[src/verilog/arcade_consts.svh]
`ifndef ARCADE_CONSTS_SVH
`define ARCADE_CONSTS_SVH

// ROM word address width.
// 14 bits of 16-bit words give 32 KB of program bytes.
`define ROM_AW 14

// Store depth in words.
`define ROM_WORDS (1 << `ROM_AW)

// Width of one DIP switch byte.
`define DIP_W 8

`endif

[src/verilog/arcade_pkg.sv]
`include "arcade_consts.svh"

package arcade_pkg;

	// One access to the ROM store.
	typedef struct packed {
		logic               hold;   // Loader owns the store.
		logic               we;
		logic [1:0]         be;     // Byte lanes, bit 1 is the high byte.
		logic [`ROM_AW-1:0] addr;
		logic [15:0]        wdata;
	} mem_req_t;

	// One player's controls, active high.
	typedef struct packed {
		logic coin;
		logic start;
		logic up;
		logic down;
		logic left;
		logic right;
		logic fire_a;
		logic fire_b;
	} player_in_t;

	typedef enum logic {
		mode_rallyx  = 1'b0,
		mode_jungler = 1'b1
	} game_mode_e;

	// Rally-X layout, same for both control ports.
	typedef struct packed {
		logic coin;
		logic start;
		logic up;
		logic down;
		logic right;
		logic left;
		logic fire_a;
		logic spare;
	} ctr_rallyx_t;

	typedef struct packed {
		logic coin1;
		logic coin2;
		logic right;
		logic left;
		logic fire_a;
		logic spare;
		logic fire_b;
		logic up2;
	} ctr1_jungler_t;

	typedef struct packed {
		logic start1;
		logic start2;
		logic left2;
		logic right2;
		logic fire2_a;
		logic fire2_b;
		logic down2;
		logic up1;
	} ctr2_jungler_t;

	typedef union packed {
		ctr_rallyx_t   rallyx;
		ctr1_jungler_t jungler;
	} ctr1_u;

	typedef union packed {
		ctr_rallyx_t   rallyx;
		ctr2_jungler_t jungler;
	} ctr2_u;

endpackage

[src/verilog/rom_loader.sv]
`timescale 1ns/1ps
`include "arcade_consts.svh"

module rom_loader (
	input  logic                clock_24,
	input  logic                rst_n,
	input  logic                dl_active,
	input  logic                dl_wr,
	input  logic [15:0]         dl_addr,
	input  logic [7:0]          dl_data,
	output arcade_pkg::mem_req_t load_req
);

	logic dl_wr_last;
	logic wr_edge;

	// One write per rising strobe, only while downloading.
	assign wr_edge = dl_active & dl_wr & ~dl_wr_last;

	always_ff @(posedge clock_24) begin
		dl_wr_last <= dl_wr;
		if (!rst_n) begin
			load_req.hold <= 1'b0;
			load_req.we   <= 1'b0;
		end else begin
			load_req.hold <= dl_active;
			load_req.we   <= wr_edge;
		end
	end

	// Payload only moves with a strobe.
	always_ff @(posedge clock_24) begin
		if (wr_edge) begin
			load_req.addr  <= dl_addr[`ROM_AW:1];
			load_req.be    <= {dl_addr[0], ~dl_addr[0]}; // Odd bytes go high.
			load_req.wdata <= {dl_data, dl_data};
		end
	end

endmodule

[config.mk]
export PLATFORM = sky130hd
export DESIGN_NAME = rom_loader
export DESIGN_NICKNAME = d
export VERILOG_FILES = /design/src/verilog/arcade_pkg.sv /design/src/verilog/rom_loader.sv
export VERILOG_INCLUDE_DIRS = /design/src /design/src/verilog
export SDC_FILE = /design/constraint.sdc
export NUM_CORES = 1
export LEC_CHECK = 0
export BUFFER_PORTS_ARGS = -buffer_cell sky130_fd_sc_hd__buf_4
export CAP_MARGIN = 20
export CORE_ASPECT_RATIO = 1.1
export CORE_MARGIN = 3
export CORE_UTILIZATION = 40
export CTS_CLUSTER_DIAMETER = 60
export CTS_CLUSTER_SIZE = 8
export DETAILED_ROUTE_END_ITERATION = 10
export GPL_ROUTABILITY_DRIVEN = 0
export HOLD_SLACK_MARGIN = 0.02
export PLACE_DENSITY = 0.88
export SETUP_SLACK_MARGIN = 0.1
export SYNTH_ARGS = -nofsm -noshare
export SYNTH_HDL_FRONTEND = slang
export SYNTH_SLANG_ARGS = --single-unit
[constraint.sdc]
create_clock -name clock_24 -period 3 [get_ports clock_24]
set_input_delay 0.45 -clock clock_24 [delete_from_list [all_inputs] [get_ports clock_24]]
set_output_delay 0.45 -clock clock_24 [all_outputs]
set_load 0.01 [all_outputs]
==> metrics.cfg <==
[drt]
drc_errors=0
drtPass1Iterations=3
routedWlPerCell_um=14.7
avgViaCountPerCell=4.43
wl_mm=1.81
route.vias.total=545
drtIter0Drc=10
drtAntennaViolNets=0

[setup_path]
cp.arrival_ns=0.89
path_buf_inv=1
critPathKind=reg -> out
critical_path.endpoint_type=output pin
cpPeakStageDelay_ns=0.42
crit_path_top_delay_cell=edfxtp_1
cp-start-kind=flop
crit_required_ns=2.55
worstPathCellList=buf_4
cp_max_fo=2
crit_family=flip-flops

[cts]
htreeDepth=1
cts_tree=yes
cts_buffers=3
root_buffer=clkbuf_4
postCtsResizedCells=0
postCtsHoldBufs=0
cts_setup_buffers=0
clock_latency_ns=0.30
cts.sinks=27
clock_path_buffers=2
clk_pin_slew_worst_paths_ns=0.12

[yosys]
async_reset_ff_frac=0
yosysUniqueCellTypes=7
syn_area_um2=871
synth-edff-count=24
synth_nets=67
synth_cells=39
avgSynthCellArea_um2=22.3
yosys_register_bits=27
synth_common_cells=24 x edfxtp_1, 8 x buf_4, 3 x dfxtp_1
synth.most_common_cell=edfxtp_1
synth_top_area_share=0.828
synthFlopType=edfxtp_1
seq_area_frac_synth=0.897
synth_top_cell_by_area=edfxtp_1
yosys_warnings=0
synthTopCellsByArea=edfxtp_1 83%, dfxtp_1 6.9%, buf_4 6.9%

[global_route]
grt_use_met2=0.191
grt.busiest_layer=met2
grt_max_degree=25
grt_pass1_wl_mm=2.27
antenna_found_initial=0
met3_usage=0.0670
grt_util_met1=0.139
grt.overflow.total=0
grt_usage=0.122
grt_pass1_vias=443

[place]
place_area_um2=1300
io_buffer_count=60
hpwl_mm=1.46

[finish]
stdcell_area_um2=1320
nets=124
areaGrowthSynthToFinish_pct=51.9
fill_cells=155
drive_above_1_share=0.674
n_antenna_cell=0
finish.utilization=0.648

[flow_run]
maxCapViolCount=0

[sta]
finalSetupViolCount=0
worst_pin_slew_ns=0.537
rsz0062_at_grt=false
finalCritPeriodShare=0.446
fin_tns_setup_ns=0
drv_slew=0
max_clock_freq_mhz=748
hold_viol=0
finalClockSkew_ns=0.00363
layout_min_cycle_time_ns=1.34
fin_hold_ws_ns=0.254
slew_headroom=0.642

[pwr]
ir_worst_vdd_uv=323
p_leak_nw=0.570
cellPowerDensity_nw_per_um2=472
finalPower_w=0.000625

[run_status]
status=complete, no violations

[floorplan]
io-pin-count=62
initial_core_util=0.426
fp-row-count=17
fp.dieH_um=54.9
core-area_um2=2040
die_w_um=50.5
dieArea_um2=2770

[hold_path]
hold_class=in -> reg

cell families after synthesis:
family	after synthesis	share of synthesized area
buffers and inverters	9	0.0733
and+or+nand+nor	3	0.0302
DFF	27	0.897
layout make-up:
cell class | instances | area (um^2) | share of cell area
Inverter | 1 | 3.75 | 0.00284
Tap cell | 28 | 35.0 | 0.0265
Clock buffer | 4 | 26.3 | 0.0199
Timing Repair Buffer | 60 | 450 | 0.341
Multi-Input combinational cell | 3 | 26.3 | 0.0199
Sequential cell | 27 | 781 | 0.590
flip-flops by register name, indices dropped and copies added (netlist names):
| register | count |
|---|---|
| load_req | 26 |
| dl_wr_last | 1 |
stage by stage:
step,setup WS [ns],cells
after global placement,1.58,119
final,1.66,123
after global routing,1.59,123
after CTS,1.65,123
after floorplan,1.75,39
after detailed placement,1.55,119
where the power goes:
part | total (W) | switching [W] | internal, W
clock | 0.000141 | 0.0000897 | 0.0000518
sequential | 0.000425 | 0.00000347 | 0.000422
combinational | 0.0000579 | 0.0000213 | 0.0000366
total | 0.000625 | 0.000115 | 0.000510
routing by layer:
| metal | share of wire | vias to the layer above |
|---|---|---|
| met5 | 0 | - |
| met4 | 0.012 | 0 |
| met3 | 0.14 | 2 |
| met2 | 0.48 | 42 |
| met1 | 0.37 | 253 |
| li1 | - | 248 |
placed cells by master (no fill, tap or decap):
| master | n |
|---|---|
| buf_4 | 60 |
| and3b_2 | 1 |
| dfxtp_1 | 3 |
| clkbuf_4 | 3 |
| and4b_1 | 1 |
| inv_1 | 1 |
| edfxtp_1 | 24 |
| and2_1 | 1 |
| clkbuf_1 | 1 |
worst paths after layout:
| kind | from | to | slack, ns | depth (start not counted) |
|---|---|---|---|---|
| setup / recovery | load_req[14] | load_req[14] | 1.66 | 1 |
| hold / removal | dl_wr | dl_wr_last | 0.25 | 1 |
| setup reg to reg | dl_wr_last | load_req[8] | 1.73 | 1 |
| hold reg to reg | dl_wr_last | load_req[32] | 0.56 | 1 |
Power figures use the tool's default switching activity.
