`src/verilog/arcade_consts.svh`:
```
`ifndef ARCADE_CONSTS_SVH
`define ARCADE_CONSTS_SVH

// ROM word address width.
// 14 bits of 16-bit words give 32 KB of program bytes.
`define ROM_AW 14

// Store depth in words.
`define ROM_WORDS (1 << `ROM_AW)

// Width of one DIP switch byte.
`define DIP_W 8

`endif

```
`src/verilog/arcade_pkg.sv`:
```
`include "arcade_consts.svh"

package arcade_pkg;

	// One access to the ROM store.
	typedef struct packed {
		logic               hold;   // Loader owns the store.
		logic               we;
		logic [1:0]         be;     // Byte lanes, bit 1 is the high byte.
		logic [`ROM_AW-1:0] addr;
		logic [15:0]        wdata;
	} mem_req_t;

	// One player's controls, active high.
	typedef struct packed {
		logic coin;
		logic start;
		logic up;
		logic down;
		logic left;
		logic right;
		logic fire_a;
		logic fire_b;
	} player_in_t;

	typedef enum logic {
		mode_rallyx  = 1'b0,
		mode_jungler = 1'b1
	} game_mode_e;

	// Rally-X layout, same for both control ports.
	typedef struct packed {
		logic coin;
		logic start;
		logic up;
		logic down;
		logic right;
		logic left;
		logic fire_a;
		logic spare;
	} ctr_rallyx_t;

	typedef struct packed {
		logic coin1;
		logic coin2;
		logic right;
		logic left;
		logic fire_a;
		logic spare;
		logic fire_b;
		logic up2;
	} ctr1_jungler_t;

	typedef struct packed {
		logic start1;
		logic start2;
		logic left2;
		logic right2;
		logic fire2_a;
		logic fire2_b;
		logic down2;
		logic up1;
	} ctr2_jungler_t;

	typedef union packed {
		ctr_rallyx_t   rallyx;
		ctr1_jungler_t jungler;
	} ctr1_u;

	typedef union packed {
		ctr_rallyx_t   rallyx;
		ctr2_jungler_t jungler;
	} ctr2_u;

endpackage

```
`src/verilog/rom_arbiter.sv`:
```
`timescale 1ns/1ps
`include "arcade_consts.svh"

module rom_arbiter (
	input  logic                 clock_24,
	input  logic                 rst_n,
	input  arcade_pkg::mem_req_t load_req,
	input  arcade_pkg::mem_req_t fetch_req,
	input  logic [15:0]          mem_rdata,
	output logic                 mem_en,
	output logic                 mem_we,
	output logic [1:0]           mem_be,
	output logic [`ROM_AW-1:0]   mem_addr,
	output logic [15:0]          mem_wdata,
	output logic                 fetch_grant,
	output logic [15:0]          rdata
);

	arcade_pkg::mem_req_t grant_req;
	logic                 grant_q;

	// Loader owns the store for the whole download.
	assign grant_req   = load_req.hold ? load_req : fetch_req;
	assign fetch_grant = ~load_req.hold;

	// Loader only touches memory on its write cycles.
	assign mem_en    = fetch_grant | load_req.we;
	assign mem_we    = grant_req.we;
	assign mem_be    = grant_req.be;
	assign mem_addr  = grant_req.addr;
	assign mem_wdata = grant_req.wdata;

	always_ff @(posedge clock_24) begin
		if (!rst_n) begin
			grant_q <= 1'b0;
		end else begin
			grant_q <= fetch_grant;
		end
	end

	// Read data of a granted fetch, one cycle after the store returns it.
	always_ff @(posedge clock_24) begin
		if (grant_q) begin
			rdata <= mem_rdata;
		end
	end

endmodule

```
`config.mk`:
```
export PLATFORM = sky130hd
export DESIGN_NAME = rom_arbiter
export DESIGN_NICKNAME = d
export VERILOG_FILES = /design/src/verilog/arcade_pkg.sv /design/src/verilog/rom_arbiter.sv
export VERILOG_INCLUDE_DIRS = /design/src /design/src/verilog
export SDC_FILE = /design/constraint.sdc
export NUM_CORES = 1
export LEC_CHECK = 0
export ABC_AREA = 1
export BUFFER_PORTS_ARGS = -buffer_cell sky130_fd_sc_hd__buf_2
export CAP_MARGIN = 5
export CELL_PAD_IN_SITES_DETAIL_PLACEMENT = 1
export CELL_PAD_IN_SITES_GLOBAL_PLACEMENT = 1
export CORE_MARGIN = 2
export CORE_UTILIZATION = 19
export CTS_CLUSTER_SIZE = 30
export DETAILED_ROUTE_END_ITERATION = 10
export PLACE_DENSITY = 0.84
export REMOVE_ABC_BUFFERS = 1
export SLEW_MARGIN = 30
export SYNTH_ARGS = -nofsm -noshare
export SYNTH_HDL_FRONTEND = slang
export SYNTH_SLANG_ARGS = --single-unit
```
`constraint.sdc`:
```
create_clock -name clock_24 -period 1.2 [get_ports clock_24]
set_input_delay 0.12 -clock clock_24 [delete_from_list [all_inputs] [get_ports clock_24]]
set_output_delay 0.12 -clock clock_24 [all_outputs]
set_load 0.01 [all_outputs]
```
==> impl_metrics.py <==
metrics = {
    "status": {
        "status": "complete, no violations",
    },
    "floorplanning": {
        "ios": 137,
        "die_area_mm2": 0.00603,
        "die_h_um": 77.7,
        "rows": 26,
        "start_util_pct": 19.9,
        "core_area_mm2": 0.00517,
        "die-width_um": 77.7,
    },
    "timing": {
        "period_share_pct": 80.0,
        "relSlewSlack_pct": 83.8,
        "tightest_slew_ns": 0.243,
        "drv_slew": 0,
        "rsz0062_at_grt": "no",
        "finalSetupTns_ns": 0,
        "fmaxAchievable_ghz": 1.04,
        "fin_crit_ns": 0.960,
        "finalHoldViolations": 0,
        "final.setup_skew_ns": 0.000533,
        "finalSetupViolations": 0,
        "hold_slack_ns": 0.0426,
    },
    "pwr": {
        "clockPowerShare_pct": 26.1,
        "swShare_pct": 26.6,
        "p_leak_nw": 1.05,
        "p_int_mw": 1.13,
        "netSwitchingPower_uw": 410,
        "comb_power_share_pct": 29.6,
        "p_seq_share_pct": 44.2,
        "p_per_area_mw_per_mm2": 870,
        "vdd_drop_max_mv": 0.377,
    },
    "layout": {
        "n_fill_cell": 686,
        "fin_nets": 350,
        "final_util_pct": 34.3,
        "final_cells": 333,
        "area_growth_pct": 72.3,
        "diodes": 0,
        "drive_gt1_share_pct": 61.2,
    },
    "worst_setup_path": {
        "crit_required_ns": 1.08,
        "worst_setup_path_start_kind": "input pin",
        "critPathKind": "in2out",
        "endpoint": "mem_addr[10]",
        "reg2reg_to": "rdata[7]",
        "critPathLaunch": "load_req[33]",
        "regToRegStartpoint": "grant_q",
        "reg2reg_slack_ns": 0.37,
        "reg2reg_depth": 1,
        "worst-path-max-fanout": 20,
        "worstSetupEndpointType": "primary output",
        "arrival_ns": 0.84,
    },
    "grt": {
        "grtUsageMet3_pct": 2.33,
        "grtUsageMet2_pct": 23.0,
        "grt.overflow.total": 0,
        "use_met1_pct": 12.1,
        "track_usage_pct": 11.8,
        "grt_pass1_wl_mm": 5.83,
        "grt_pass1_vias": 1346,
        "busiest_layer": "met2",
        "grt_max_degree": 35,
        "grt_antenna_before_repair": 0,
    },
    "logic_synthesis": {
        "synthTopCellsByCount": "nand2_1, nand2_2, edfxtp_1",
        "async_flop_share_pct": 0,
        "synth_most_common_cell": "nand2_1",
        "avgSynthCellArea_um2": 8.05,
        "netlist_instances": 128,
        "syn_area_mm2": 0.00103,
        "synth_flop_cell": "edfxtp_1",
        "ys_seq_area_share_pct": 48.5,
        "ys_top_cells_by_area": "edfxtp_1, nand2_1, nand2_2, buf_12, buf_4",
        "synth_top_area_cell": "edfxtp_1",
        "synth_top_area_share_pct": 46.6,
        "ys_types": 10,
        "synth_edf_count": 16,
        "ys_warn_count": 0,
        "synth-seq-cells": 17,
    },
    "place": {
        "dp_cells": 329,
        "dp_hpwl_mm": 3.02,
        "portBuffers": 135,
        "place_congestion": 0.660,
    },
    "clock_network": {
        "htree_levels": 1,
        "cts_tree": "done",
        "cts_hold_buf": 0,
        "cts_buffers": 3,
        "cts_buffer_depth": 2,
        "clk_pin_slew_worst_paths_ns": 0.06,
        "ctsRootBufferMaster": "clkbuf_8",
        "cts_setup_buffers": 0,
        "clkLatencyLatePin_ns": 0.25,
        "cts.sink_count": 17,
        "cts_resized": 0,
    },
    "run": {
        "maxCapViolCount": 0,
    },
    "routing": {
        "via_count": 1321,
        "totalWireLength_mm": 3.46,
        "drt-initial-drc-count": 20,
        "drc": 0,
        "viasPerCell": 3.97,
        "first_pass_iters": 3,
        "wl_per_cell_um": 10.4,
        "ant_nets": 0,
    },
    "hold_path": {
        "hold_class": "in2reg",
    },
}
-- power groups by stage --
| stage | clock [mW] | sequential, mW | combinational [mW] |
|---|---|---|---|
| 3_3_place_gp | 0 | 0.695 | 0.452 |
| 5_1_grt | 0.443 | 0.684 | 0.518 |
| 4_1_cts | 0.421 | 0.684 | 0.469 |
| 2_1_floorplan | 0 | 0.716 | 0.159 |
| 3_5_place_dp | 0 | 0.696 | 0.467 |
| 6_report | 0.404 | 0.683 | 0.458 |
-- cell type report --
class,instances,area (um2),area share [%]
Inverter,3,18.8,1.06
Timing Repair Buffer,138,698,39.3
Clock buffer,4,45.0,2.54
Tap cell,70,87.6,4.93
Multi-Input combinational cell,101,427,24.0
Sequential cell,17,500,28.2
-- registers in the layout (all words and copies together) (netlist names) --
| signal | flops |
|---|---|
| rdata | 16 |
| grant_q | 1 |
-- critical path, cell delays in order --
cell and delay, ns:
buf_2 0.17, buf_4 0.25, nand2_1 0.09, nand2_1 0.08, buf_2 0.12
-- per-layer routing --
layer	share of wire, %	vias to the layer above
li1	-	659
met1	36	571
met4	1.5	0
met3	11	4
met2	52	87
met5	0	-
-- logic make-up after synthesis --
family | synth area share, %
buffers and inverters | 10.1
flip-flops | 48.5
AND/OR/NAND/NOR | 41.4
-- how the worst min path moves through the flow --
stage                      endpoint  cells past startpoint  slack, ns          start
final                      rdata[1]                      1       0.04   mem_rdata[1]
after CTS                  rdata[1]                      1       0.04   mem_rdata[1]
after global routing       rdata[1]                      1       0.04   mem_rdata[1]
after floorplan             grant_q                      1       0.19   load_req[33]
after global placement    rdata[15]                      1       0.30  mem_rdata[15]
after detailed placement   rdata[8]                      1       0.30   mem_rdata[8]
-- metrics by stage --
step,worst slack (ns),cell area (um2),power (mW)
floorplan,0.211,946,0.876
global placement,0.241,1730,1.15
detailed placement,0.237,1730,1.16
CTS,0.237,1780,1.57
global route,0.165,1780,1.65
finish,0.240,1780,1.55
-- layout by cell type (no fill, tap or decap) --
cell type / n
buf_2: 135
nand2_1: 81
nand2_2: 19
edfxtp_1: 16
clkbuf_8: 3
buf_4: 3
inv_1: 2
inv_8: 1
nor2_1: 1
clkbuf_1: 1
dfxtp_1: 1
(Power assumes the default switching activity.)
