### config.mk
export PLATFORM = sky130hd
export DESIGN_NAME = control_mapper
export DESIGN_NICKNAME = d
export VERILOG_FILES = /design/src/verilog/arcade_pkg.sv /design/src/verilog/control_mapper.sv
export VERILOG_INCLUDE_DIRS = /design/src /design/src/verilog
export SDC_FILE = /design/constraint.sdc
export NUM_CORES = 1
export LEC_CHECK = 0
export ABC_AREA = 1
export BUFFER_PORTS_ARGS = -buffer_cell sky130_fd_sc_hd__clkbuf_2
export CAP_MARGIN = 5
export CORE_ASPECT_RATIO = 0.75
export CORE_MARGIN = 5
export CORE_UTILIZATION = 42
export DETAILED_ROUTE_END_ITERATION = 7
export HOLD_SLACK_MARGIN = 0.06
export PLACE_DENSITY = 0.86
export SETUP_SLACK_MARGIN = 0.3
export SLEW_MARGIN = 20
export SYNTH_ARGS = -nofsm -noshare
export SYNTH_HDL_FRONTEND = slang
export SYNTH_SLANG_ARGS = --single-unit
export TNS_END_PERCENT = 50
### constraint.sdc
create_clock -name clock_24 -period 1.3 [get_ports clock_24]
set_input_delay 0.325 -clock clock_24 [delete_from_list [all_inputs] [get_ports clock_24]]
set_output_delay 0.325 -clock clock_24 [all_outputs]
set_load 0.01 [all_outputs]
### src/verilog/arcade_consts.svh
`ifndef ARCADE_CONSTS_SVH
`define ARCADE_CONSTS_SVH

// ROM word address width.
// 14 bits of 16-bit words give 32 KB of program bytes.
`define ROM_AW 14

// Store depth in words.
`define ROM_WORDS (1 << `ROM_AW)

// Width of one DIP switch byte.
`define DIP_W 8

`endif

### src/verilog/arcade_pkg.sv
`include "arcade_consts.svh"

package arcade_pkg;

	// One access to the ROM store.
	typedef struct packed {
		logic               hold;   // Loader owns the store.
		logic               we;
		logic [1:0]         be;     // Byte lanes, bit 1 is the high byte.
		logic [`ROM_AW-1:0] addr;
		logic [15:0]        wdata;
	} mem_req_t;

	// One player's controls, active high.
	typedef struct packed {
		logic coin;
		logic start;
		logic up;
		logic down;
		logic left;
		logic right;
		logic fire_a;
		logic fire_b;
	} player_in_t;

	typedef enum logic {
		mode_rallyx  = 1'b0,
		mode_jungler = 1'b1
	} game_mode_e;

	// Rally-X layout, same for both control ports.
	typedef struct packed {
		logic coin;
		logic start;
		logic up;
		logic down;
		logic right;
		logic left;
		logic fire_a;
		logic spare;
	} ctr_rallyx_t;

	typedef struct packed {
		logic coin1;
		logic coin2;
		logic right;
		logic left;
		logic fire_a;
		logic spare;
		logic fire_b;
		logic up2;
	} ctr1_jungler_t;

	typedef struct packed {
		logic start1;
		logic start2;
		logic left2;
		logic right2;
		logic fire2_a;
		logic fire2_b;
		logic down2;
		logic up1;
	} ctr2_jungler_t;

	typedef union packed {
		ctr_rallyx_t   rallyx;
		ctr1_jungler_t jungler;
	} ctr1_u;

	typedef union packed {
		ctr_rallyx_t   rallyx;
		ctr2_jungler_t jungler;
	} ctr2_u;

endpackage

### src/verilog/control_mapper.sv
`timescale 1ns/1ps
`include "arcade_consts.svh"

module control_mapper (
	input  logic                   clock_24,
	input  logic                   rst_n,
	input  arcade_pkg::game_mode_e game_mode,
	input  arcade_pkg::player_in_t player1,
	input  arcade_pkg::player_in_t player2,
	input  logic [2*`DIP_W-1:0]    dip_status,
	output logic [7:0]             ctr1,
	output logic [7:0]             ctr2,
	output logic [`DIP_W-1:0]      dsw1,
	output logic [`DIP_W-1:0]      dsw2
);

	arcade_pkg::ctr1_u      c1;
	arcade_pkg::ctr2_u      c2;
	logic [`DIP_W-1:0]      d1;

	always_comb begin
		d1 = ~dip_status[`DIP_W-1:0];
		if (game_mode == arcade_pkg::mode_jungler) begin
			c1.jungler.coin1   = player1.coin;
			c1.jungler.coin2   = player2.coin;
			c1.jungler.right   = player1.right;
			c1.jungler.left    = player1.left;
			c1.jungler.fire_a  = player1.fire_a;
			c1.jungler.spare   = 1'b0;
			c1.jungler.fire_b  = player1.fire_b;
			c1.jungler.up2     = player2.up;
			c2.jungler.start1  = player1.start;
			c2.jungler.start2  = player2.start;
			c2.jungler.left2   = player2.left;
			c2.jungler.right2  = player2.right;
			c2.jungler.fire2_a = player2.fire_a;
			c2.jungler.fire2_b = player2.fire_b;
			c2.jungler.down2   = player2.down;
			c2.jungler.up1     = player1.up;
			d1[`DIP_W-1]       = ~player1.down; // P1 down lives on the DIP port.
		end else begin
			c1.rallyx.coin   = player1.coin;
			c1.rallyx.start  = player1.start;
			c1.rallyx.up     = player1.up;
			c1.rallyx.down   = player1.down;
			c1.rallyx.right  = player1.right;
			c1.rallyx.left   = player1.left;
			c1.rallyx.fire_a = player1.fire_a;
			c1.rallyx.spare  = 1'b0;
			c2.rallyx.coin   = player2.coin;
			c2.rallyx.start  = player2.start;
			c2.rallyx.up     = player2.up;
			c2.rallyx.down   = player2.down;
			c2.rallyx.right  = player2.right;
			c2.rallyx.left   = player2.left;
			c2.rallyx.fire_a = player2.fire_a;
			c2.rallyx.spare  = 1'b0;
		end
	end

	// Board inputs are active low.
	always_ff @(posedge clock_24) begin
		if (!rst_n) begin
			ctr1 <= 8'hff;
			ctr2 <= 8'hff;
			dsw1 <= '1;
			dsw2 <= '1;
		end else begin
			ctr1 <= ~c1;
			ctr2 <= ~c2;
			dsw1 <= d1;
			dsw2 <= ~dip_status[2*`DIP_W-1:`DIP_W];
		end
	end

endmodule

==> flow_summary_export.csv <==
group,metric,value,unit
die,die_height,51.6,µm
setup_path,crit_arrival,0.79,ns
power_and_ir_drop,pwr-share-clk,36.2,%
logic_synthesis,synth_common_cells,"nand2_1, dfxtp_1, inv_1",
cts,htree_levels,2,
logic_synthesis,synth_edf_count,0,
logic_synthesis,synthCells,111,
logic_synthesis,synth_top_area_cell,"dfxtp_1",
route,routedWlPerCell,12.0,µm
flow_run,drv_cap,0,
setup_path,crit_start,"ctr1[7]$_SDFF_PN1_",
cts,numCtsBuffers,5,
logic_synthesis,synth_ff_type,"dfxtp_1",
logic_synthesis,syn_area,968,µm²
setup_path,crit_required,0.98,ns
grt,grt_pass1_wl,3740,µm
die,fp.dieW,65.4,µm
place,io_buffers,66,
setup_path,cp-start-kind,"flip-flop",
setup_path,cp_slowest_stage_delay,0.33,ns
route,firstDrtPassIters,4,
power_and_ir_drop,powerDensity,1390,nW/µm²
logic_synthesis,synth_nets,146,
logic_synthesis,synth_warnings,0,
route,vias_per_cell,4.35,
timing,fmax,897,MHz
die,io_pins,67,
power_and_ir_drop,p_comb_share,12.1,%
cts,post-cts-setup-buffers,0,
logic_synthesis,ys_types,8,
route,drtIter0Drc,39,
setup_path,crit_slowest_cell,"dfxtp_1",
logic_synthesis,yosysMostFrequentCell,"nand2_1",
timing,fin_setup_tns,0,ns
grt,antenna_found_initial,0,
finish,drive_above_1_share,48.4,%
setup_path,critical_path.endpoint_type,"output pin",
timing,hold_viol_final,0,
logic_synthesis,synthArstFlopShare,0,%
setup_path,path_max_fanout,1,
die,rows,15,
hold_path,hold_path_class,"input pin to flip-flop",
logic_synthesis,avgSynthCellArea,8.72,µm²
die,fp.coreArea,2250,µm²
cts,path_clk_slew,0.10,ns
timing,setup_viol,0,
grt,grt_pass1_vias,855,
grt,grtUsageTotal,15.3,%
cts,hold_buffers,0,
cts,cts_root_buf,"clkbuf_4",
finish,final_nets,216,
logic_synthesis,synth_area_leaders,"dfxtp_1, nand2_1, nand3_1",
timing,tightest_slew,0.280,ns
hold_path,hold_path.startpoint,"dip_status[13]",
power_and_ir_drop,p_leak,0.807,nW
die,start_util,43.0,%
timing,maxSlewViolCount,0,
setup_path,cp_num_buf_inv,1,
cts,cts_tree,"yes",
timing,rsz0062_at_grt,"yes",
power_and_ir_drop,p_sw_share,23.6,%
logic_synthesis,synth_top_area_share,66.1,%
power_and_ir_drop,power_frac_seq,51.7,%
cts,cts_num_sinks,32,
die,die_area,3380,µm²
grt,grt-ovfl-total,0,
power_and_ir_drop,internal-power,1.56,mW
finish,num_antenna_cells,0,
power_and_ir_drop,vdd.ir_drop.worst,0.838,mV
route,routed_wl,2480,µm
timing,min_period,1.11,ns
setup_path,crit_family,"flip-flops",
logic_synthesis,ys_ff_latch,32,
route,drc,0,
timing,max_slew_margin,81.3,%
finish,synthToLayoutAreaGrowth,51.6,%
setup_path,crit_type,"flip-flop to output pin",
route,vias,901,
run_status,status,"complete, no violations",
place,hpwl,1880,µm
cts,max-clock-path-buffers,2,
timing,period_share,85.7,%
route,drt.antenna.violating_nets,0,
setup_path,crit_chain,"buf_2",
place,gp_congestion,0.754,
finish,finalCoreUtilization,65.2,%
grt,grt_max_degree,16,
power_and_ir_drop,switchingPower,483,µW
logic_synthesis,ys_seq_area_share,66.1,%
## metrics by stage
step	std cells	hold slack (ns)	cell area, µm²	setup WS, ns	total power [mW]
5_1_grt	207	0.104	1470	0.135	2.15
4_1_cts	207	0.124	1400	0.181	2.03
2_1_floorplan	111	0.387	968	0.599	1.18
6_report	207	0.126	1470	0.186	2.05
3_5_place_dp	199	0.476	1310	0.253	1.30
3_3_place_gp	199	0.474	1310	0.322	1.29
## cell usage in the layout (no fill, tap or decap)
| cell type | n |
|---|---|
| clkbuf_2 | 49 |
| dfxtp_1 | 21 |
| bufinv_16 | 1 |
| clkinvlp_4 | 1 |
| nand2_1 | 44 |
| inv_2 | 1 |
| dfxtp_2 | 11 |
| clkinv_2 | 1 |
| inv_1 | 16 |
| clkbuf_4 | 5 |
| buf_2 | 7 |
| nand3_1 | 13 |
| buf_4 | 2 |
| buf_6 | 10 |
## metal layers
metal / up-vias / global-route usage, % / wire length (µm)
li1: 467 / - / -
met1: 389 / 16.5 / 929
met2: 42 / 24.9 / 1330
met3: 3 / 7.99 / 200
met4: 0 / 7.24 / 14
met5: - / 0 / 0
## power groups by stage
stage               Combinational (mW)  Clock (mW)  Sequential [mW]
finish                           0.247       0.741             1.06
global route                     0.275       0.807             1.06
CTS                              0.230       0.750             1.05
detailed placement               0.228           0             1.07
global placement                 0.219           0             1.07
floorplan                       0.0743           0             1.11
## logic make-up (layout without fill, tap and decap cells)
| group | after synthesis | in the layout | synth area share [%] |
|---|---|---|---|
| and+or+nand+nor | 57 | 57 | 23.8 |
| buffers and inverters | 22 | 93 | 10.1 |
| DFF | 32 | 32 | 66.1 |
## flip-flops by register name (all words and copies together) (netlist names)
| name | flops |
|---|---|
| dsw1 | 8 |
| ctr2 | 8 |
| dsw2 | 8 |
| ctr1 | 8 |
## worst paths after layout
path	depth (start not counted)	slack, ns	endpoint
worst min-delay path	2	0.13	dsw2[5]$_SDFF_PN1_
worst max-delay path	1	0.19	ctr1[7]
## final cells by class
type / count / area (µm²)
fillers: 184 / 785
flip-flops and latches: 32 / 654
repair buffers: 68 / 408
multi-input cells: 57 / 230
inverters: 17 / 63.8
clock inverters: 3 / 42.5
clock buffers: 5 / 37.5
well taps: 25 / 31.3
## what timing repair did
item	CTS	global route
gates cloned	0	0
gates resized for setup	3	35
endpoints found under the setup margin	32	32
(Power assumes the default switching activity.)
