<file path="src/verilog/arcade_consts.svh">
`ifndef ARCADE_CONSTS_SVH
`define ARCADE_CONSTS_SVH

// ROM word address width.
// 14 bits of 16-bit words give 32 KB of program bytes.
`define ROM_AW 14

// Store depth in words.
`define ROM_WORDS (1 << `ROM_AW)

// Width of one DIP switch byte.
`define DIP_W 8

`endif

</file>
<file path="src/verilog/arcade_pkg.sv">
`include "arcade_consts.svh"

package arcade_pkg;

	// One access to the ROM store.
	typedef struct packed {
		logic               hold;   // Loader owns the store.
		logic               we;
		logic [1:0]         be;     // Byte lanes, bit 1 is the high byte.
		logic [`ROM_AW-1:0] addr;
		logic [15:0]        wdata;
	} mem_req_t;

	// One player's controls, active high.
	typedef struct packed {
		logic coin;
		logic start;
		logic up;
		logic down;
		logic left;
		logic right;
		logic fire_a;
		logic fire_b;
	} player_in_t;

	typedef enum logic {
		mode_rallyx  = 1'b0,
		mode_jungler = 1'b1
	} game_mode_e;

	// Rally-X layout, same for both control ports.
	typedef struct packed {
		logic coin;
		logic start;
		logic up;
		logic down;
		logic right;
		logic left;
		logic fire_a;
		logic spare;
	} ctr_rallyx_t;

	typedef struct packed {
		logic coin1;
		logic coin2;
		logic right;
		logic left;
		logic fire_a;
		logic spare;
		logic fire_b;
		logic up2;
	} ctr1_jungler_t;

	typedef struct packed {
		logic start1;
		logic start2;
		logic left2;
		logic right2;
		logic fire2_a;
		logic fire2_b;
		logic down2;
		logic up1;
	} ctr2_jungler_t;

	typedef union packed {
		ctr_rallyx_t   rallyx;
		ctr1_jungler_t jungler;
	} ctr1_u;

	typedef union packed {
		ctr_rallyx_t   rallyx;
		ctr2_jungler_t jungler;
	} ctr2_u;

endpackage

</file>
<file path="src/verilog/rom_fetch.sv">
`timescale 1ns/1ps
`include "arcade_consts.svh"

module rom_fetch (
	input  logic                 clock_24,
	input  logic                 rst_n,
	input  logic [`ROM_AW:0]     cpu_rom_addr,
	input  logic                 fetch_grant,
	input  logic [15:0]          rdata,
	output arcade_pkg::mem_req_t fetch_req,
	output logic [7:0]           cpu_rom_data,
	output logic                 rom_valid
);

	logic sel_s1, sel_s2;
	logic vld_s1, vld_s2;

	// Plain word read, never holds the store.
	assign fetch_req.hold  = 1'b0;
	assign fetch_req.we    = 1'b0;
	assign fetch_req.be    = 2'b11;
	assign fetch_req.addr  = cpu_rom_addr[`ROM_AW:1];
	assign fetch_req.wdata = 16'h0000;

	always_ff @(posedge clock_24) begin
		if (!rst_n) begin
			vld_s1    <= 1'b0;
			vld_s2    <= 1'b0;
			rom_valid <= 1'b0;
		end else begin
			vld_s1    <= fetch_grant;
			vld_s2    <= vld_s1;
			rom_valid <= vld_s2;
		end
	end

	// Byte select follows its read through the pipe.
	always_ff @(posedge clock_24) begin
		sel_s1 <= cpu_rom_addr[0];
		sel_s2 <= sel_s1;
		if (vld_s2) begin
			cpu_rom_data <= sel_s2 ? rdata[15:8] : rdata[7:0];
		end
	end

endmodule

</file>
<file path="config.mk">
export PLATFORM = sky130hd
export DESIGN_NAME = rom_fetch
export DESIGN_NICKNAME = d
export VERILOG_FILES = /design/src/verilog/arcade_pkg.sv /design/src/verilog/rom_fetch.sv
export VERILOG_INCLUDE_DIRS = /design/src /design/src/verilog
export SDC_FILE = /design/constraint.sdc
export NUM_CORES = 1
export LEC_CHECK = 0
export BUFFER_PORTS_ARGS = -buffer_cell sky130_fd_sc_hd__buf_2
export CAP_MARGIN = 20
export CELL_PAD_IN_SITES_DETAIL_PLACEMENT = 0
export CELL_PAD_IN_SITES_GLOBAL_PLACEMENT = 2
export CORE_MARGIN = 2
export CORE_UTILIZATION = 16
export DETAILED_ROUTE_END_ITERATION = 8
export HOLD_SLACK_MARGIN = 0.05
export PLACE_DENSITY_LB_ADDON = 0.2
export RECOVER_POWER = 25
export SETUP_SLACK_MARGIN = 0.02
export SLEW_MARGIN = 20
export SYNTH_ARGS = -nofsm -noshare
export SYNTH_HDL_FRONTEND = slang
export SYNTH_SLANG_ARGS = --single-unit
</file>
<file path="constraint.sdc">
create_clock -name clock_24 -period 1.2 [get_ports clock_24]
set_clock_uncertainty 0.1 [all_clocks]
set_input_delay 0.12 -clock clock_24 [delete_from_list [all_inputs] [get_ports clock_24]]
set_output_delay 0.12 -clock clock_24 [all_outputs]
set_load 0.01 [all_outputs]
</file>
==> impl_metrics.tcl, run 1 <==
set metrics [dict create \
    clk_latency_ns 0.24 \
    max_freq_mhz 891 \
    synth.distinct_cells 7 \
    cts_buffer_depth 2 \
    yosys-top-cells-area "buf_4 (34%), edfxtp_1 (32%), mux2_4 (16%)" \
    first_iter_violations 22 \
    r2r_end "cpu_rom_data[4]" \
    io_pins 77 \
    crit_family "flip-flops" \
    r2r_cells 2 \
    leakage_nw 0.418 \
    fin_hold_ws_ns 0.0750 \
    wire_per_inst_um 8.50 \
    worst_slack_ns 0.0783 \
    timing.rr.start "sel_s2" \
    drc_errors 0 \
    viasPerCell 3.10 \
    ir_drop_uv 257 \
    grt_max_degree 10 \
    grt_pass1_wl_um 1610 \
    gp_congestion 0.619 \
    fin_crit_sh_pct 93.5 \
    vias 412 \
    die_h_um 72.6 \
    antenna_found_initial 0 \
    cts-root-buf "clkbuf_8" \
    critPathMaxStageDelay_ns 0.35 \
    port_buffers 28 \
    worst-endpoint-arrival_ns 1.01 \
    crit_path_top_delay_cell "dfxtp_2" \
    outcome "completed" \
    synth_top_cell_by_area "buf_4" \
    regToRegSetupSlack_ns 0.08 \
    grt_usage_pct 4.19 \
    crit_path_end_kind "flip-flop" \
    drive_above_1_share_pct 53.1 \
    wl_um 1130 \
    dp_hpwl_um 874 \
    p_total_mw 1.02 \
    cts_max_level 1 \
    core_sq_um 4440 \
    maxCapViolCount 0 \
    rows 24 \
    cts_buffers 3 \
    rsz0062_at_grt "no" \
    multiInputGateArea_sq_um 214 \
    cts.sinks 13 \
    worstPathCellList "buf_12 -> mux2_4" \
    fillers 497 \
    ys_warn_count 0 \
    detail-route-antenna-nets 0 \
    synth_area_sq_um 753 \
    n_antenna_cell 0 \
    post_cts_buffers 0 \
    dieArea_sq_um 5270 \
    slew_violations 0 \
    register_area_sq_um 342 \
    hold_viol_final 0 \
    timing_worst_setup_path_type "reg2reg" \
    min_to "cpu_rom_data[7]" \
    ys_seq_area_share_pct 45.2 \
    tns_ns 0 \
    critPathBufInv 1 \
    crit_start "sel_s2" \
    holdCritStartpoint "rdata[15]" \
    path_clk_slew_ns 0.06 \
    powerDensity_nw_per_um2 1180 \
    synth_top_area_share_pct 33.9 \
    hold_path_class "in2reg" \
    ys_ff_latch 13 \
    grt_pass1_vias 340 \
    start_util_pct 16.9 \
    dieWidth_um 72.6 \
    period_minus_slack_ns 1.12 \
    area_growth_syn_to_layout_pct 14.8 \
    start_kind "flip-flop" \
    path_max_fanout 7 \
    crit_required_ns 1.09 \
    cts_tree "done" \
    firstDrtPassIters 3 \
    pre_cts_ws_ns 0.0427 \
    synthCells 61 \
    grt-ovfl-total 0 \
    setup_viol_count_final 0 \
    avgSynthCellArea_sq_um 12.3 \
    nets 116 \
    hold_depth 2 \
]
synth_stat cells:
cell type / count
conb_1: 2
mux2_4: 8
dfxtp_1: 5
and2_1: 3
buf_4: 34
buf_6: 1
edfxtp_1: 8
per-stage QoR:
step	instances	util, %	cell area [sq um]
floorplan	79	-	821
detailed placement	126	17.7	787
CTS	133	19.4	863
finish	133	19.5	865
global route	133	19.5	865
global placement	126	17.7	787
power breakdown:
group	switching, mW	internal (mW)	leakage, nW
logic	0.0595	0.0750	0.277
clock network	0.158	0.229	0.0255
registers	0.00820	0.494	0.115
worst max path at each step:
stage	slack [ns]	endpoint	cells past startpoint
3_5_place_dp	0.04	cpu_rom_data[2]	2
4_1_cts	0.03	cpu_rom_data[5]	2
6_report	0.08	cpu_rom_data[4]	2
5_1_grt	0.05	cpu_rom_data[4]	2
2_1_floorplan	0.11	cpu_rom_data[0]	2
3_3_place_gp	0.05	cpu_rom_data[0]	2
cell usage in the layout, fill, tap and decap left out:
cell type and instances:
clkinv_2 1, edfxtp_1 8, dlygate4sd3_1 3, buf_2 28
conb_1 20, clkbuf_8 3, dfxtp_2 1, mux2_4 8
and2_1 3, buf_12 1, buf_4 1, dfxtp_1 4
area by class of cell:
cell class              count  share of cell area (%)
clock inverters             1                   0.579
well taps                  52                    7.53
clock buffers               3                    4.78
multi-input cells          31                    24.7
repair buffers             33                    22.9
flip-flops and latches     13                    39.5
layer usage:
| metal | vias to the layer above | share of wire, % | routed length, um | global-route usage (%) |
|---|---|---|---|---|
| met3 | 9 | 19 | 212 | 2.21 |
| met2 | 46 | 41 | 467 | 6.06 |
| met4 | 0 | 3.7 | 42 | 4.53 |
| met1 | 176 | 36 | 407 | 4.05 |
| li1 | 181 | - | - | - |
| met5 | - | 0 | 0 | 0 |
timing repair:
action,in CTS,in global routing
hold buffers,3,0
hold endpoints to repair,4,0
setup endpoints to repair,0,7
gates resized for setup,0,1
state kept, by name, indices dropped and copies added (netlist names):
name and count:
vld_s1 1, cpu_rom_data 8, sel_s1 1, vld_s2 1
rom_valid 1, sel_s2 1
kinds of logic after synthesis:
family | Yosys count | share of synthesized area, %
other | 2 | 0.997
buffers and inverters | 35 | 35.4
AND/OR/NAND/NOR | 3 | 2.49
multiplexers | 8 | 15.9
flip-flops | 13 | 45.2
No activity file was read; power rests on OpenSTA's default activity.
==> inputs of run 2 (changes only) <==
--- a/config.mk
+++ b/config.mk
@@ -11,11 +11,13 @@
 export CELL_PAD_IN_SITES_DETAIL_PLACEMENT = 0
 export CELL_PAD_IN_SITES_GLOBAL_PLACEMENT = 2
 export CORE_MARGIN = 2
-export CORE_UTILIZATION = 16
+export CORE_UTILIZATION = 17
+export CTS_BUF_LIST = sky130_fd_sc_hd__clkbuf_8
 export DETAILED_ROUTE_END_ITERATION = 8
 export HOLD_SLACK_MARGIN = 0.05
 export PLACE_DENSITY_LB_ADDON = 0.2
 export RECOVER_POWER = 25
+export REMOVE_ABC_BUFFERS = 1
 export SETUP_SLACK_MARGIN = 0.02
 export SLEW_MARGIN = 20
 export SYNTH_ARGS = -nofsm -noshare
==> impl_metrics.tcl, run 2 (synthesis results as in run 1) <==
set metrics [dict create \
    outcome "completed" \
    fin_crit_sh_pct 93.2 \
    first_iter_violations 5 \
    dpl-instance-area_sq_um 779 \
    fin_area_sq_um 856 \
    grt_pass1_wl_um 2130 \
    cts_max_level 1 \
    io_pins 77 \
    core_sq_um 4320 \
    firstDrtPassIters 3 \
    final_cell_mix "buf_2 (28), conb_1 (20), mux2_4 (8), edfxtp_1 (8), dfxtp_1 (4)" \
    setup_viol_count_final 0 \
    wire_per_inst_um 10.6 \
    crit_required_ns 1.09 \
    hold_viol_final 0 \
    critPathMaxStageDelay_ns 0.33 \
    cts-root-buf "clkbuf_8" \
    slew_violations 0 \
    vias 402 \
    start_kind "flip-flop" \
    path_clk_slew_ns 0.05 \
    drc_errors 0 \
    fillers 490 \
    largest_register "cpu_rom_data" \
    port_buffers 28 \
    r2r_cells 2 \
    drive_above_1_share_pct 51.2 \
    dieWidth_um 70.6 \
    post_cts_buffers 0 \
    timing_worst_setup_path_type "reg2reg" \
    crit_path_end_kind "flip-flop" \
    ir_drop_uv 448 \
    grt_pass1_vias 399 \
    wl_um 1400 \
    cts.sinks 13 \
    grt_usage_pct 5.71 \
    postLayoutCoreUtil_pct 19.8 \
    rows 24 \
    layout_commonest_cell "buf_2" \
    area_growth_syn_to_layout_pct 13.6 \
    max_freq_mhz 895 \
    worstPathCellList "buf_12 -> mux2_4" \
    cts_tree "done" \
    dieArea_sq_um 4980 \
    path_max_fanout 8 \
    viasPerCell 3.05 \
    hold_path_class "in2reg" \
    critPathBufInv 1 \
    fin_hold_ws_ns 0.0797 \
    crit_path_top_delay_cell "dfxtp_2" \
    hold_depth 2 \
    powerDensity_nw_per_um2 1180 \
    die_h_um 70.6 \
    grt_max_degree 10 \
    gp_congestion 0.738 \
    nets 115 \
    n_antenna_cell 0 \
    largest_reg_flops 8 \
    cp.depth 2 \
    start_util_pct 17.4 \
    grt-ovfl-total 0 \
    cts_buffers 3 \
    clk_latency_ns 0.24 \
    dp_hpwl_um 1080 \
    period_minus_slack_ns 1.12 \
    detail-route-antenna-nets 0 \
    leakage_nw 0.414 \
    rsz0062_at_grt "no" \
    antenna_found_initial 0 \
    maxCapViolCount 0 \
    cts_buffer_depth 2 \
    tns_ns 0 \
    crit_family "flip-flops" \
    worst-endpoint-arrival_ns 1.01 \
]
[run 2: final timing paths]
| check | startpoint | to | slack [ns] |
|---|---|---|---|
| max reg2reg | sel_s2 | cpu_rom_data[1] | 0.08 |
| min | rdata[4] | cpu_rom_data[4] | 0.08 |
| max | sel_s2 | cpu_rom_data[1] | 0.08 |
| min reg2reg | sel_s1 | sel_s2 | 0.23 |
[run 2: what timing repair did]
item	CTS	global route
endpoints found under the setup margin	0	8
resized for setup	0	1
hold endpoints to repair	4	0
hold buffers	3	0
[run 2: per-layer routing]
| metal | global-route usage (%) | vias to the layer above | routed length, um |
|---|---|---|---|
| met5 | 0 | - | 0 |
| met4 | 0.629 | 0 | 7 |
| met3 | 7.26 | 2 | 293 |
| met2 | 7.44 | 53 | 536 |
| met1 | 5.92 | 168 | 562 |
| li1 | - | 179 | - |
[run 2: through the flow]
step           total power [mW]  std cells  setup WS (ns)
2_1_floorplan             0.584         44        -0.0326
3_3_place_gp              0.637        125         0.0718
3_5_place_dp              0.638        125         0.0569
6_report                   1.01        132         0.0822
4_1_cts                    1.03        132         0.0459
5_1_grt                    1.07        132         0.0416
[run 2: cell type report]
class | count | area (sq um) | share of cell area [%]
Clock buffer | 3 | 41.3 | 4.82
Sequential cell | 13 | 342 | 39.9
Tap cell | 52 | 65.1 | 7.60
Multi-Input combinational cell | 31 | 214 | 25.0
Clock inverter | 1 | 3.75 | 0.439
Timing Repair Buffer | 32 | 190 | 22.2
[run 2: report_power, final]
group          switching [mW]  internal (mW)
Sequential            0.00832          0.495
Combinational          0.0603         0.0731
Clock                   0.149          0.225
Total                   0.218          0.793
